<file path="src/verilog/evo_defines.svh">
`ifndef EVO_DEFINES_SVH
`define EVO_DEFINES_SVH

// logic cells, one per output bit
`define EVO_NUM_CELLS 8

// bits per gene
`define EVO_GENE_WIDTH 16

// depth of the sample store
`define EVO_NUM_SAMPLES 64

// samples written per host strobe
`define EVO_LANES 4

// width of each error counter
`define EVO_ERR_WIDTH 16

`endif
</file>
<file path="src/verilog/sampleTypesPkg.sv">
`include "evo_defines.svh"

package sampleTypesPkg;

	localparam int IDX_WIDTH = $clog2(`EVO_NUM_SAMPLES);
	localparam int GROUP_WIDTH = $clog2(`EVO_NUM_SAMPLES / `EVO_LANES);

	// one training sample, a byte per field
	typedef struct packed {
		logic [`EVO_NUM_CELLS-1:0] inputSeq;
		logic [`EVO_NUM_CELLS-1:0] expected;
		logic [`EVO_NUM_CELLS-1:0] validMask; // set bits are scored
	} sampleT;

	// lane k goes to address group*LANES+k
	typedef sampleT [`EVO_LANES-1:0] laneGroupT;

	typedef logic [IDX_WIDTH-1:0] sampleIdxT;

	typedef logic [GROUP_WIDTH-1:0] groupIdxT;

endpackage

</file>
<file path="src/verilog/evoTypesPkg.sv">
`include "evo_defines.svh"

package evoTypesPkg;

	// input byte plus one node per cell
	localparam int NUM_NODES = 2 * `EVO_NUM_CELLS;
	localparam int SRC_WIDTH = $clog2(NUM_NODES);

	typedef struct packed {
		logic [`EVO_GENE_WIDTH-3*SRC_WIDTH-1:0] unused;
		logic [SRC_WIDTH-1:0] truthTable; // indexed by {srcB, srcA}
		logic [SRC_WIDTH-1:0] srcB;
		logic [SRC_WIDTH-1:0] srcA;
	} geneT;

	typedef geneT [`EVO_NUM_CELLS-1:0] chromT;

	// bit i is the value of cell i
	typedef logic [`EVO_NUM_CELLS-1:0] cellOutT;

	typedef logic [`EVO_ERR_WIDTH-1:0] errCountT;
	typedef errCountT [`EVO_NUM_CELLS-1:0] errSumsT; // saturating, one per output bit

endpackage

</file>
<file path="src/verilog/evalBusIf.sv">
interface evalBusIf;

	sampleTypesPkg::sampleIdxT readAddr;
	logic readEn;
	sampleTypesPkg::sampleT sample;
	logic sampleValid; // sample register holds a fresh record
	logic clearSums;
	logic lastAddr; // readAddr at the final sample

	modport fsm (
		output readEn, clearSums,
		input lastAddr
	);

	modport counter (
		input readEn, clearSums,
		output readAddr, lastAddr
	);

	modport store (
		input readAddr, readEn,
		output sample, sampleValid
	);

	modport accum (
		input sample, sampleValid, clearSums
	);

endinterface

</file>
<file path="src/verilog/evoTop.sv">
`include "evo_defines.svh"

module evoTop (
	input logic CLOCK_50,
	input logic arstN,
	// sample load from host
	input logic writeSample,
	input sampleTypesPkg::groupIdxT sampleIndex,
	input sampleTypesPkg::laneGroupT sampleGroup,
	output logic nextSample,
	// evaluation
	input evoTypesPkg::chromT chromosome,
	input logic [$clog2(`EVO_NUM_SAMPLES):0] sequencesToProcess,
	input logic startProcessing,
	input logic doneProcessingFeedback,
	output logic readyToProcess,
	output logic doneProcessing,
	output evoTypesPkg::errSumsT errorSums
);

	evalBusIf bus ();

	evoTypesPkg::cellOutT cellOut;
	evoTypesPkg::cellOutT expected;
	evoTypesPkg::cellOutT validMask;
	logic outValid;

	sampleStore sampleStore_i (
		.CLOCK_50(CLOCK_50),
		.arstN(arstN),
		.writeSample(writeSample),
		.sampleIndex(sampleIndex),
		.sampleGroup(sampleGroup),
		.writeEnable(readyToProcess), // loads only between evaluations
		.nextSample(nextSample),
		.bus(bus.store)
	);

	sampleCounter sampleCounter_i (
		.CLOCK_50(CLOCK_50),
		.arstN(arstN),
		.sequencesToProcess(sequencesToProcess),
		.bus(bus.counter)
	);

	evalFsm evalFsm_i (
		.CLOCK_50(CLOCK_50),
		.arstN(arstN),
		.startProcessing(startProcessing),
		.doneProcessingFeedback(doneProcessingFeedback),
		.readyToProcess(readyToProcess),
		.doneProcessing(doneProcessing),
		.bus(bus.fsm)
	);

	chromCircuit chromCircuit_i (
		.CLOCK_50(CLOCK_50),
		.arstN(arstN),
		.chromosome(chromosome),
		.bus(bus.accum),
		.cellOut(cellOut),
		.expected(expected),
		.validMask(validMask),
		.outValid(outValid)
	);

	errorAccumulator errorAccumulator_i (
		.CLOCK_50(CLOCK_50),
		.arstN(arstN),
		.cellOut(cellOut),
		.expected(expected),
		.validMask(validMask),
		.outValid(outValid),
		.bus(bus.accum),
		.errorSums(errorSums)
	);

endmodule

</file>
<file path="src/verilog/errorAccumulator.sv">
`include "evo_defines.svh"

module errorAccumulator (
	input logic CLOCK_50,
	input logic arstN,
	input evoTypesPkg::cellOutT cellOut,
	input evoTypesPkg::cellOutT expected,
	input evoTypesPkg::cellOutT validMask,
	input logic outValid,
	evalBusIf.accum bus,
	output evoTypesPkg::errSumsT errorSums
);

	evoTypesPkg::cellOutT bitWrong;

	// only masked-in bits count
	assign bitWrong = (cellOut ^ expected) & validMask;

	always_ff @(posedge CLOCK_50 or negedge arstN) begin
		if (!arstN) begin
			errorSums <= '0;
		end else if (bus.clearSums) begin
			errorSums <= '0;
		end else if (outValid) begin
			for (int j = 0; j < `EVO_NUM_CELLS; j++) begin
				// saturate at all ones
				if (bitWrong[j] && (errorSums[j] != '1)) begin
					errorSums[j] <= errorSums[j] + 1'b1;
				end
			end
		end
	end

endmodule

</file>
<file path="src/verilog/chromCircuit.sv">
`include "evo_defines.svh"

module chromCircuit (
	input logic CLOCK_50,
	input logic arstN,
	input evoTypesPkg::chromT chromosome,
	evalBusIf.accum bus,
	output evoTypesPkg::cellOutT cellOut,
	output evoTypesPkg::cellOutT expected,
	output evoTypesPkg::cellOutT validMask,
	output logic outValid
);

	logic [evoTypesPkg::NUM_NODES-1:0] nodes;
	evoTypesPkg::cellOutT cellVal;

	// cells in order, each sees the inputs and all earlier cells
	always_comb begin
		evoTypesPkg::geneT gene;
		logic bitA;
		logic bitB;
		nodes = '0;
		nodes[`EVO_NUM_CELLS-1:0] = bus.sample.inputSeq;
		for (int i = 0; i < `EVO_NUM_CELLS; i++) begin
			gene = chromosome[i];
			// sources at or past this cell read as 0
			bitA = (int'(gene.srcA) < `EVO_NUM_CELLS + i) ? nodes[gene.srcA] : 1'b0;
			bitB = (int'(gene.srcB) < `EVO_NUM_CELLS + i) ? nodes[gene.srcB] : 1'b0;
			cellVal[i] = gene.truthTable[{bitB, bitA}];
			nodes[`EVO_NUM_CELLS + i] = cellVal[i];
		end
	end

	always_ff @(posedge CLOCK_50) begin
		cellOut <= cellVal;
		expected <= bus.sample.expected; // kept aligned with cellOut
		validMask <= bus.sample.validMask;
	end

	always_ff @(posedge CLOCK_50 or negedge arstN) begin
		if (!arstN) begin
			outValid <= 1'b0;
		end else begin
			outValid <= bus.sampleValid;
		end
	end

endmodule

</file>
<file path="src/verilog/evalFsm.sv">
module evalFsm (
	input logic CLOCK_50,
	input logic arstN,
	input logic startProcessing,
	input logic doneProcessingFeedback,
	output logic readyToProcess,
	output logic doneProcessing,
	evalBusIf.fsm bus
);

	typedef enum logic [2:0] {
		stIdle,
		stClear,
		stRun,
		stDrain,
		stDone
	} stateT;

	// store, circuit and accumulator stages
	localparam int DRAIN_CYCLES = 3;

	stateT state;
	stateT stateNext;
	logic [1:0] drainCount;

	always_ff @(posedge CLOCK_50 or negedge arstN) begin
		if (!arstN) begin
			state <= stIdle;
			drainCount <= '0;
		end else begin
			state <= stateNext;
			if (state == stDrain) begin
				drainCount <= drainCount + 1'b1;
			end else begin
				drainCount <= '0;
			end
		end
	end

	always_comb begin
		stateNext = state;
		case (state)
			stIdle: begin
				if (startProcessing) begin
					stateNext = stClear;
				end
			end
			stClear: stateNext = stRun; // counter and sums cleared here
			stRun: begin
				if (bus.lastAddr) begin
					stateNext = stDrain;
				end
			end
			stDrain: begin
				if (drainCount == 2'(DRAIN_CYCLES - 1)) begin
					stateNext = stDone;
				end
			end
			stDone: begin
				if (doneProcessingFeedback) begin
					stateNext = stIdle;
				end
			end
			default: stateNext = stIdle;
		endcase
	end

	assign readyToProcess = (state == stIdle);
	assign doneProcessing = (state == stDone); // held until feedback
	assign bus.clearSums = (state == stClear);
	assign bus.readEn = (state == stRun); // one address per cycle

	// done comes only once the last read has left the pipeline
	assert property (@(posedge CLOCK_50) disable iff (!arstN)
		$rose(doneProcessing) |-> $past(bus.readEn, DRAIN_CYCLES + 1)
			&& !$past(bus.readEn, DRAIN_CYCLES))
		else $error("done raised with the wrong pipeline drain length");

endmodule

</file>
<file path="src/verilog/sampleCounter.sv">
`include "evo_defines.svh"

module sampleCounter (
	input logic CLOCK_50,
	input logic arstN,
	input logic [$clog2(`EVO_NUM_SAMPLES):0] sequencesToProcess,
	evalBusIf.counter bus
);

	logic [$clog2(`EVO_NUM_SAMPLES):0] lastIndex;

	assign lastIndex = sequencesToProcess - 1'b1;

	always_ff @(posedge CLOCK_50 or negedge arstN) begin
		if (!arstN) begin
			bus.readAddr <= '0;
		end else if (bus.clearSums) begin
			bus.readAddr <= '0; // start of a new evaluation
		end else if (bus.readEn) begin
			bus.readAddr <= bus.readAddr + 1'b1;
		end
	end

	// terminal flag, fsm stops reading on it
	assign bus.lastAddr = ({1'b0, bus.readAddr} == lastIndex);

	// readout must stop at the end of the store instead of wrapping
	assert property (@(posedge CLOCK_50) disable iff (!arstN)
		(bus.readEn && (int'(bus.readAddr) == `EVO_NUM_SAMPLES - 1)) |=> !bus.readEn)
		else $error("sample address wrapped past store depth");

endmodule

</file>
<file path="src/verilog/sampleStore.sv">
`include "evo_defines.svh"

module sampleStore (
	input logic CLOCK_50,
	input logic arstN,
	input logic writeSample,
	input sampleTypesPkg::groupIdxT sampleIndex,
	input sampleTypesPkg::laneGroupT sampleGroup,
	input logic writeEnable,
	output logic nextSample,
	evalBusIf.store bus
);

	sampleTypesPkg::sampleT mem [`EVO_NUM_SAMPLES];
	logic writeAccept;

	assign writeAccept = writeSample && writeEnable; // host only writes while idle

	// whole lane group per strobe
	always_ff @(posedge CLOCK_50) begin
		if (writeAccept) begin
			for (int k = 0; k < `EVO_LANES; k++) begin
				mem[sampleTypesPkg::sampleIdxT'(int'(sampleIndex) * `EVO_LANES + k)]
					<= sampleGroup[k];
			end
		end
	end

	always_ff @(posedge CLOCK_50) begin
		if (bus.readEn) begin
			bus.sample <= mem[bus.readAddr]; // one cycle read latency
		end
	end

	always_ff @(posedge CLOCK_50 or negedge arstN) begin
		if (!arstN) begin
			nextSample <= 1'b0;
			bus.sampleValid <= 1'b0;
		end else begin
			nextSample <= writeAccept; // ack one cycle after the strobe
			bus.sampleValid <= bus.readEn;
		end
	end

	// host must not load samples during an evaluation
	assert property (@(posedge CLOCK_50) disable iff (!arstN)
		!(writeSample && bus.readEn))
		else $error("writeSample during sample readout");

endmodule

</file>
<file path="config.mk">
export PLATFORM = sky130hd
export DESIGN_NAME = evoTop
export DESIGN_NICKNAME = d
export VERILOG_FILES = /design/src/verilog/sampleTypesPkg.sv /design/src/verilog/evoTypesPkg.sv /design/src/verilog/evalBusIf.sv /design/src/verilog/evoTop.sv /design/src/verilog/errorAccumulator.sv /design/src/verilog/chromCircuit.sv /design/src/verilog/evalFsm.sv /design/src/verilog/sampleCounter.sv /design/src/verilog/sampleStore.sv
export VERILOG_INCLUDE_DIRS = /design/src /design/src/verilog
export SDC_FILE = /design/constraint.sdc
export NUM_CORES = 2
export LEC_CHECK = 0
export BUFFER_PORTS_ARGS = -buffer_cell sky130_fd_sc_hd__buf_2
export CORE_ASPECT_RATIO = 1.75
export CORE_MARGIN = 1
export CORE_UTILIZATION = 41
export DETAILED_ROUTE_END_ITERATION = 7
export PLACE_DENSITY_LB_ADDON = 0.2
export SYNTH_ARGS = -nofsm -noshare
export SYNTH_HDL_FRONTEND = slang
export SYNTH_SLANG_ARGS = --single-unit
export TNS_END_PERCENT = 1
</file>
<file path="constraint.sdc">
create_clock -name CLOCK_50 -period 13.75 [get_ports CLOCK_50]
set_input_delay 2.0625 -clock CLOCK_50 [delete_from_list [all_inputs] [get_ports CLOCK_50]]
set_output_delay 2.0625 -clock CLOCK_50 [all_outputs]
set_load 0.1 [all_outputs]
</file>
# [After elaboration in Yosys (flattened, before gate mapping)]
# Memory sizes are Yosys's and may differ from the RTL's. A register that Yosys moved wholly into a read port is not among the register bits.
# Index checks and enable logic that the tools add are counted.
[classes] add_sub_neg=14 order_cmp=40 eq_ne=18 mux=84 bitwise_logic=2 reduce_logical=29
[ops] operator="two-way mux 128 bit" n=2
[ops] operator="adder 16 x 1 -> 16 bit, second input constant" n=8
[ops] operator="two-way mux 16 bit" n=8
[ops] operator="inequality test 16 bit, second input constant" n=8
[ops] operator="less-than comparator 4 x 5 -> 1 bit, second input constant" n=16
[ops] operator="binary-select mux 1 bit (select 4 bit)" n=16
[ops] operator="less-than comparator 4 bit, second input constant" n=16
[ops] operator="two-way mux 1 bit" n=42
[ops] operator="less-than comparator 2 x 3 -> 1 bit, second input constant" n=8
[ops] operator="nonzero test 2 bit" n=10
[ops] operator="binary-select mux 1 bit (select 2 bit)" n=8
[ops] operator="AND reduction 2 bit" n=8
[ops] operator="one-hot mux 3 bit (5 select lines)" n=1
[ops] operator="adder 6 x 1 -> 6 bit, second input constant" n=2
[ops] operator="adder 6 x 2 -> 6 bit, second input constant" n=2
[ops] operator="two-way mux 3 bit" n=4
[ops] operator="two-way mux 6 bit" n=2
[ops] operator="logical AND 1 bit" n=9
[ops] operator="AND 8 bit" n=1
[ops] operator="inequality test 2 bit, second input constant" n=4
[ops] operator="bitwise XOR 8 bit" n=1
[ops] operator="== test 6 x 7 -> 1 bit" n=1
[ops] operator="subtractor 7 x 1 -> 7 bit, second input constant" n=1
[ops] operator="== test 3 x 2 -> 1 bit, second input constant" n=2
[ops] operator="other kinds (7)" n=7
[totals] ff_bits=166 ram_bits=1536 out_inout_bits=131 word_cells=205 memories=1
[mem_list] memory="sampleStore_i.mem" words=64 width=24 read_ports=1 rd_ports_with_merged_regs=1 wr=4 line="sampleStore.sv:14" text="sampleTypesPkg::sampleT mem [`EVO_NUM_SAMPLES];"

# [Longest topological paths before layout]
[depth] depth_word=40 ltp_mapped=26

# [By module]
# A second synthesis with hierarchy kept.
[unflattened] hier_cells=3735 hier_area_um2=70755.4
[modules_own_cells] mod="sampleStore" instances=1 cells_each=2532 area_each_um2=59394.5 seq_area_each_um2=46895.0
[modules_own_cells] mod="errorAccumulator" instances=1 cells_each=739 area_each_um2=7035.5 seq_area_each_um2=3203.1
[modules_own_cells] mod="chromCircuit" instances=1 cells_each=378 area_each_um2=3507.1 seq_area_each_um2=505.5
[modules_own_cells] mod="sampleCounter" instances=1 cells_each=60 area_each_um2=505.5 seq_area_each_um2=150.1
[modules_own_cells] mod="evalFsm" instances=1 cells_each=26 area_each_um2=312.8 seq_area_each_um2=125.1

# [Least setup slack after synthesis]
# OpenSTA, ideal clock, no wires.
[synth_path] kind="register to register" from="register evalFsm_i.state[2]" to="memory sampleStore_i.mem[0][0] in the netlist's numbering, enable pin" setup_ns=0.670 arrival_time_ns=9.841 setup_slack_ns=3.240 path_stages_with_launch=6 n_path_buf=1 synth_period_minus_slack_ns=10.510 cell_sequence="dfrtp_1 -> clkbuf_1 -> nor3_1 -> nand2_1 -> or3_1 -> nor3_1"
[synth_lines] element="from (decl)" line="evalFsm.sv:22" text="stateT state;"
[synth_lines] element="from (signal assigned)" line="evalFsm.sv:28" text="state <= stIdle;"
[synth_lines] element="from (signal assigned)" line="evalFsm.sv:31" text="state <= stateNext;"
[synth_lines] element="to (decl)" line="sampleStore.sv:14"

# [Worst setup path after layout]
[layout_path] from="input port chromosome[16] in the netlist's numbering" to="register chromCircuit_i.cellOut[7]"
[layout_between] elab_chain_cells=35
[layout_rtl] element="from (decl)" line="evoTop.sv:12" text="input evoTypesPkg::chromT chromosome,"
[layout_rtl] element="binary-select mux 1 bit (select 4 bit)" line="chromCircuit.sv:27" text="bitA = (int'(gene.srcA) < `EVO_NUM_CELLS + i) ? nodes[gene.srcA] : 1'b0;"
[layout_rtl] element="two-way mux 1 bit (implied by the code)" line="chromCircuit.sv:27"
[layout_rtl] element="two-way mux 1 bit *" line="chromCircuit.sv:27"
[layout_rtl] element="binary-select mux 1 bit (select 2 bit) *" line="chromCircuit.sv:29" text="cellVal[i] = gene.truthTable[{bitB, bitA}];"
[layout_rtl] element="two-way mux 1 bit (implied by the code) *" line="chromCircuit.sv:29"
[layout_rtl] element="net chromCircuit_i.cellVal[1]" line="chromCircuit.sv:15" text="evoTypesPkg::cellOutT cellVal;"
[layout_rtl] element="binary-select mux 1 bit (select 4 bit), on equally long branches" line="chromCircuit.sv:27, chromCircuit.sv:28"
[layout_rtl] element="two-way mux 1 bit, on equally long branches (2 in a row)" line="chromCircuit.sv:27, chromCircuit.sv:28"
[layout_rtl] element="(+2 left out)"
[layout_rtl] element="net chromCircuit_i.cellVal[2]" line="chromCircuit.sv:15"
[layout_rtl] element="(+10 left out)"
[layout_rtl] element="net chromCircuit_i.cellVal[4]" line="chromCircuit.sv:15"
[layout_rtl] element="(+5 left out)"
[layout_rtl] element="net chromCircuit_i.cellVal[5]" line="chromCircuit.sv:15"
[layout_rtl] element="(+3 left out)"
[layout_rtl] element="binary-select mux 1 bit (select 2 bit) *" line="chromCircuit.sv:29"
[layout_rtl] element="two-way mux 1 bit (implied by the code) *" line="chromCircuit.sv:29"
[layout_rtl] element="net chromCircuit_i.cellVal[6]" line="chromCircuit.sv:15"
[layout_rtl] element="binary-select mux 1 bit (select 4 bit), on equally long branches" line="chromCircuit.sv:27, chromCircuit.sv:28"
[layout_rtl] element="two-way mux 1 bit, on equally long branches (2 in a row)" line="chromCircuit.sv:27, chromCircuit.sv:28"
[layout_rtl] element="binary-select mux 1 bit (select 2 bit) *" line="chromCircuit.sv:29"
[layout_rtl] element="two-way mux 1 bit (implied by the code) *" line="chromCircuit.sv:29"
[layout_rtl] element="net chromCircuit_i.cellVal[7]" line="chromCircuit.sv:15"
[layout_rtl] element="to (signal assigned)" line="chromCircuit.sv:35" text="cellOut <= cellVal;"
[layout_rtl] element="to (decl)" line="chromCircuit.sv:8" text="output evoTypesPkg::cellOutT cellOut,"
# Mark *: on every way through the listed nets, which the timed path passes. The rest lies on a longest branch. The select of a mux whose other input is x is not followed.
# A chain may end at the register's enable or synchronous reset.

==> flow_summary.toml <==
[synthesis]
syn_avg_cell_area_um2 = 20.9
async_reset_ff_share_pct = 8.23
yosysTopAreaCell = "edfxtp_1"
synth_ff_type = "edfxtp_1"
synth_seq_cells = 1726
yosysWarnings = 0
synth.most_common_cell = "edfxtp_1"
synth_edf_count = 1560
synth_commonest_cells = "edfxtp_1, mux4_2, nor2_1, dfrtp_1, clkbuf_1"
yosys-top-cells-area = "edfxtp_1, mux4_2, dfrtp_1"
ys_seq_area_share_pct = 74.0
synthCells = 3286
ys_types = 84
synth_area_um2 = 68800
syn-num-nets = 3537
synth.top_cell.area_share_pct = 68.1

[min_path]
hp-class = "flop to flop"

[worst_setup_path]
start_kind = "input pin"
cp.arrival_ns = 8.31
worst_path_largest_cell_delay_ns = 0.49
cpLargestDelayFamily = "compound AO/OA/AOI/OAI gates"
critical_path_class = "input pin to flop"
cp-end-kind = "flop"
reg2reg_slack_ns = 6.72
slowest_stage = "mux4_2"
crit_fanout = 13
required_ns = 14.41
crit_buf_inv = 4

[detailed_routing]
wl_per_cell_um = 25.6
drt_iter0_markers = 2569
via_per_inst = 5.54
drc = 0
firstDrtPassIters = 7
antenna_left = 0
vias = 33400
drt_wl_total_mm = 154

[timing]
setup_ws_ns = 6.10
max_slew_margin_pct = 23.5
tns_ns = 0
min_period_ns = 7.65
slew_violations = 0
worst_pin_slew_ns = 1.15
clock_skew_ns = 0.0373
max_freq_mhz = 131
min_period_over_period_pct = 55.6
hold_violations = 0
finalSetupViolCount = 0
rsz0062_at_grt = "no"

[floorplanning]
dieArea_um2 = 169000
fp.dieW_um = 312
io_pins = 371
initial_utilization_pct = 41.3
die_h_um = 544
rows = 198
core_um2 = 166000

[power]
p_per_area_nw_per_um2 = 188
clkPwrFrac_pct = 29.8
ir_drop_uv = 264
p_switching_w = 0.00435
leakagePower_nw = 25.8
internal-power_w = 0.0103
seqPwrFrac_pct = 42.5
pwr-share-comb_pct = 27.6
swShare_pct = 29.6

[clock_network]
clock_latency_ns = 0.78
cts.sinks = 1726
cts_setup_buffers = 0
cts_made_buffers = 163
cts_hold_buffers = 0
clockBufferDepth = 4
cts_tree = "done"
clkTransAtPathRegs_ns = 0.07
cts_root_buf = "clkbuf_16"
htree_levels = 4
cts_resized = 0

[grt]
overflow = 0
first_global_vias = 35700
grt_max_degree = 103
grt_pass1_wl_mm = 232
antenna_found_initial = 30
grt_usage_pct = 18.3

[finish]
area_growth_syn_to_layout_pct = 14.0
nets = 3949
drive_gt1_share_pct = 31.9

[place]
io_buffers = 338
gp_congestion = 0.856
dp_slack_ns = 5.36
dp_hpwl_mm = 88.5

[run]
maxCapViolCount = 0

[status]
outcome = "completed"
stage by stage:
step | area, um2 | util, % | hold slack [ns] | cells | total power (W)
2_1_floorplan | 68800 | - | 0.323 | 3286 | 0.00931
6_report | 78400 | 47.1 | 0.341 | 6028 | 0.0147
3_5_place_dp | 73200 | 44.0 | 0.328 | 5733 | 0.0106
4_1_cts | 78300 | 47.1 | 0.340 | 6017 | 0.0150
5_1_grt | 78400 | 47.1 | 0.344 | 6022 | 0.0153
3_3_place_gp | 73200 | 44.0 | 0.326 | 5733 | 0.0105
power groups by stage:
stage / sequential, W / clock (W) / combinational (W)
floorplan: 0.00650 / 0 / 0.00281
global placement: 0.00637 / 0 / 0.00418
detailed placement: 0.00638 / 0 / 0.00419
CTS: 0.00627 / 0.00450 / 0.00419
global route: 0.00629 / 0.00467 / 0.00435
finish: 0.00625 / 0.00438 / 0.00406
worst reg2reg max path, cell delays in order (launching register included):
cell,delay (ns)
edfxtp_1,0.71
mux4_2,0.57
a22oi_1,0.32
o41ai_1,0.22
a211oi_1,0.37
o211ai_1,0.17
nand2_2,0.26
inv_2,0.17
a41oi_2,0.22
a32o_2,0.33
inv_2,0.12
a31oi_1,0.24
nand3b_2,0.23
a31o_1,0.28
a2111oi_0,0.42
or2_1,0.40
inv_6,0.10
and3_4,0.19
or3_4,0.35
a21o_4,0.26
a2111o_1,0.36
o31a_2,0.15
a21oi_4,0.16
mux2i_1,0.20
mux2i_1,0.10
layer usage:
| layer | track usage, % | up-vias | share of wire, % | wire, um |
|---|---|---|---|---|
| met5 | 0 | - | 0.098 | 151 |
| met4 | 4.70 | 26 | 2.1 | 3300 |
| met3 | 2.90 | 256 | 4.7 | 7240 |
| met2 | 31.9 | 797 | 51 | 79200 |
| met1 | 23.8 | 17900 | 42 | 64200 |
| li1 | - | 14500 | - | - |
state kept, by name, summed over array words and instances, names as in the netlist:
register	cells
sampleStore_i.nextSample	1
evalFsm_i.drainCount	2
chromCircuit_i.cellOut	8
chromCircuit_i.validMask	8
sampleStore_i.bus.sample	24
sampleStore_i.bus.sampleValid	1
chromCircuit_i.outValid	1
evalFsm_i.state	3
sampleCounter_i.bus.readAddr	6
chromCircuit_i.expected	8
sampleStore_i.mem	1536
errorAccumulator_i.errorSums	128
area by class of cell:
cell class	instances	area [um2]
flip-flops and latches	1726	50900
multi-input cells	1367	17200
well taps	2200	2750
fillers	13900	88100
clock buffers	195	4320
diodes	11	27.5
inverters	41	159
repair buffers	399	2180
clock inverters	89	782
cell families (layout without fill, tap and decap cells):
group	after synthesis	count (layout)	share of synthesized area, %
adders and majority gates	11	11	0.200
muxes	566	566	17.9
DFF	1726	1726	74.0
other	0	11	0
AOI/OAI and AO/OA	184	184	1.86
buffers and inverters	193	724	1.08
and+or+nand+nor	491	491	3.46
xor gates and xnor gates	115	115	1.47
worst paths after layout:
kind,startpoint,to,cells after the start
max,chromosome[16],chromCircuit_i.cellOut[7],25
min,sampleStore_i.bus.sample[0],chromCircuit_i.validMask[0],0
max reg2reg,sampleStore_i.bus.sample[18],chromCircuit_i.cellOut[7],24
min reg2reg,sampleStore_i.bus.sample[0],chromCircuit_i.validMask[0],0
max in group asynchronous,arstN,sampleCounter_i.bus.readAddr[0],2
min in group asynchronous,arstN,errorAccumulator_i.errorSums[61],1
cells in the final DEF, fill, tap and decap left out, types with 6 or more instances in the layout:
cell,count
xor2_1,76
edfxtp_1,1560
dfxtp_1,24
and4_1,7
clkinv_2,30
ha_1,11
mux2i_1,29
nor2b_1,11
clkbuf_16,167
o22ai_1,7
nand2_1,78
a21oi_1,40
or2_2,7
dfrtp_1,136
or3_1,29
nor2_4,13
o21ai_0,43
inv_1,38
nor3_1,18
nor2_1,174
and3_1,25
o31ai_1,6
nor3b_1,6
nand3_1,52
diode_2,11
nand3b_1,6
xnor2_1,39
buf_4,59
clkbuf_1,24
bufinv_16,13
mux4_2,532
buf_2,337
nand2b_1,12
a211oi_1,7
nand4_1,34
a31oi_1,14
clkinv_1,30
clkinvlp_4,6
(Power assumes the default switching activity.)
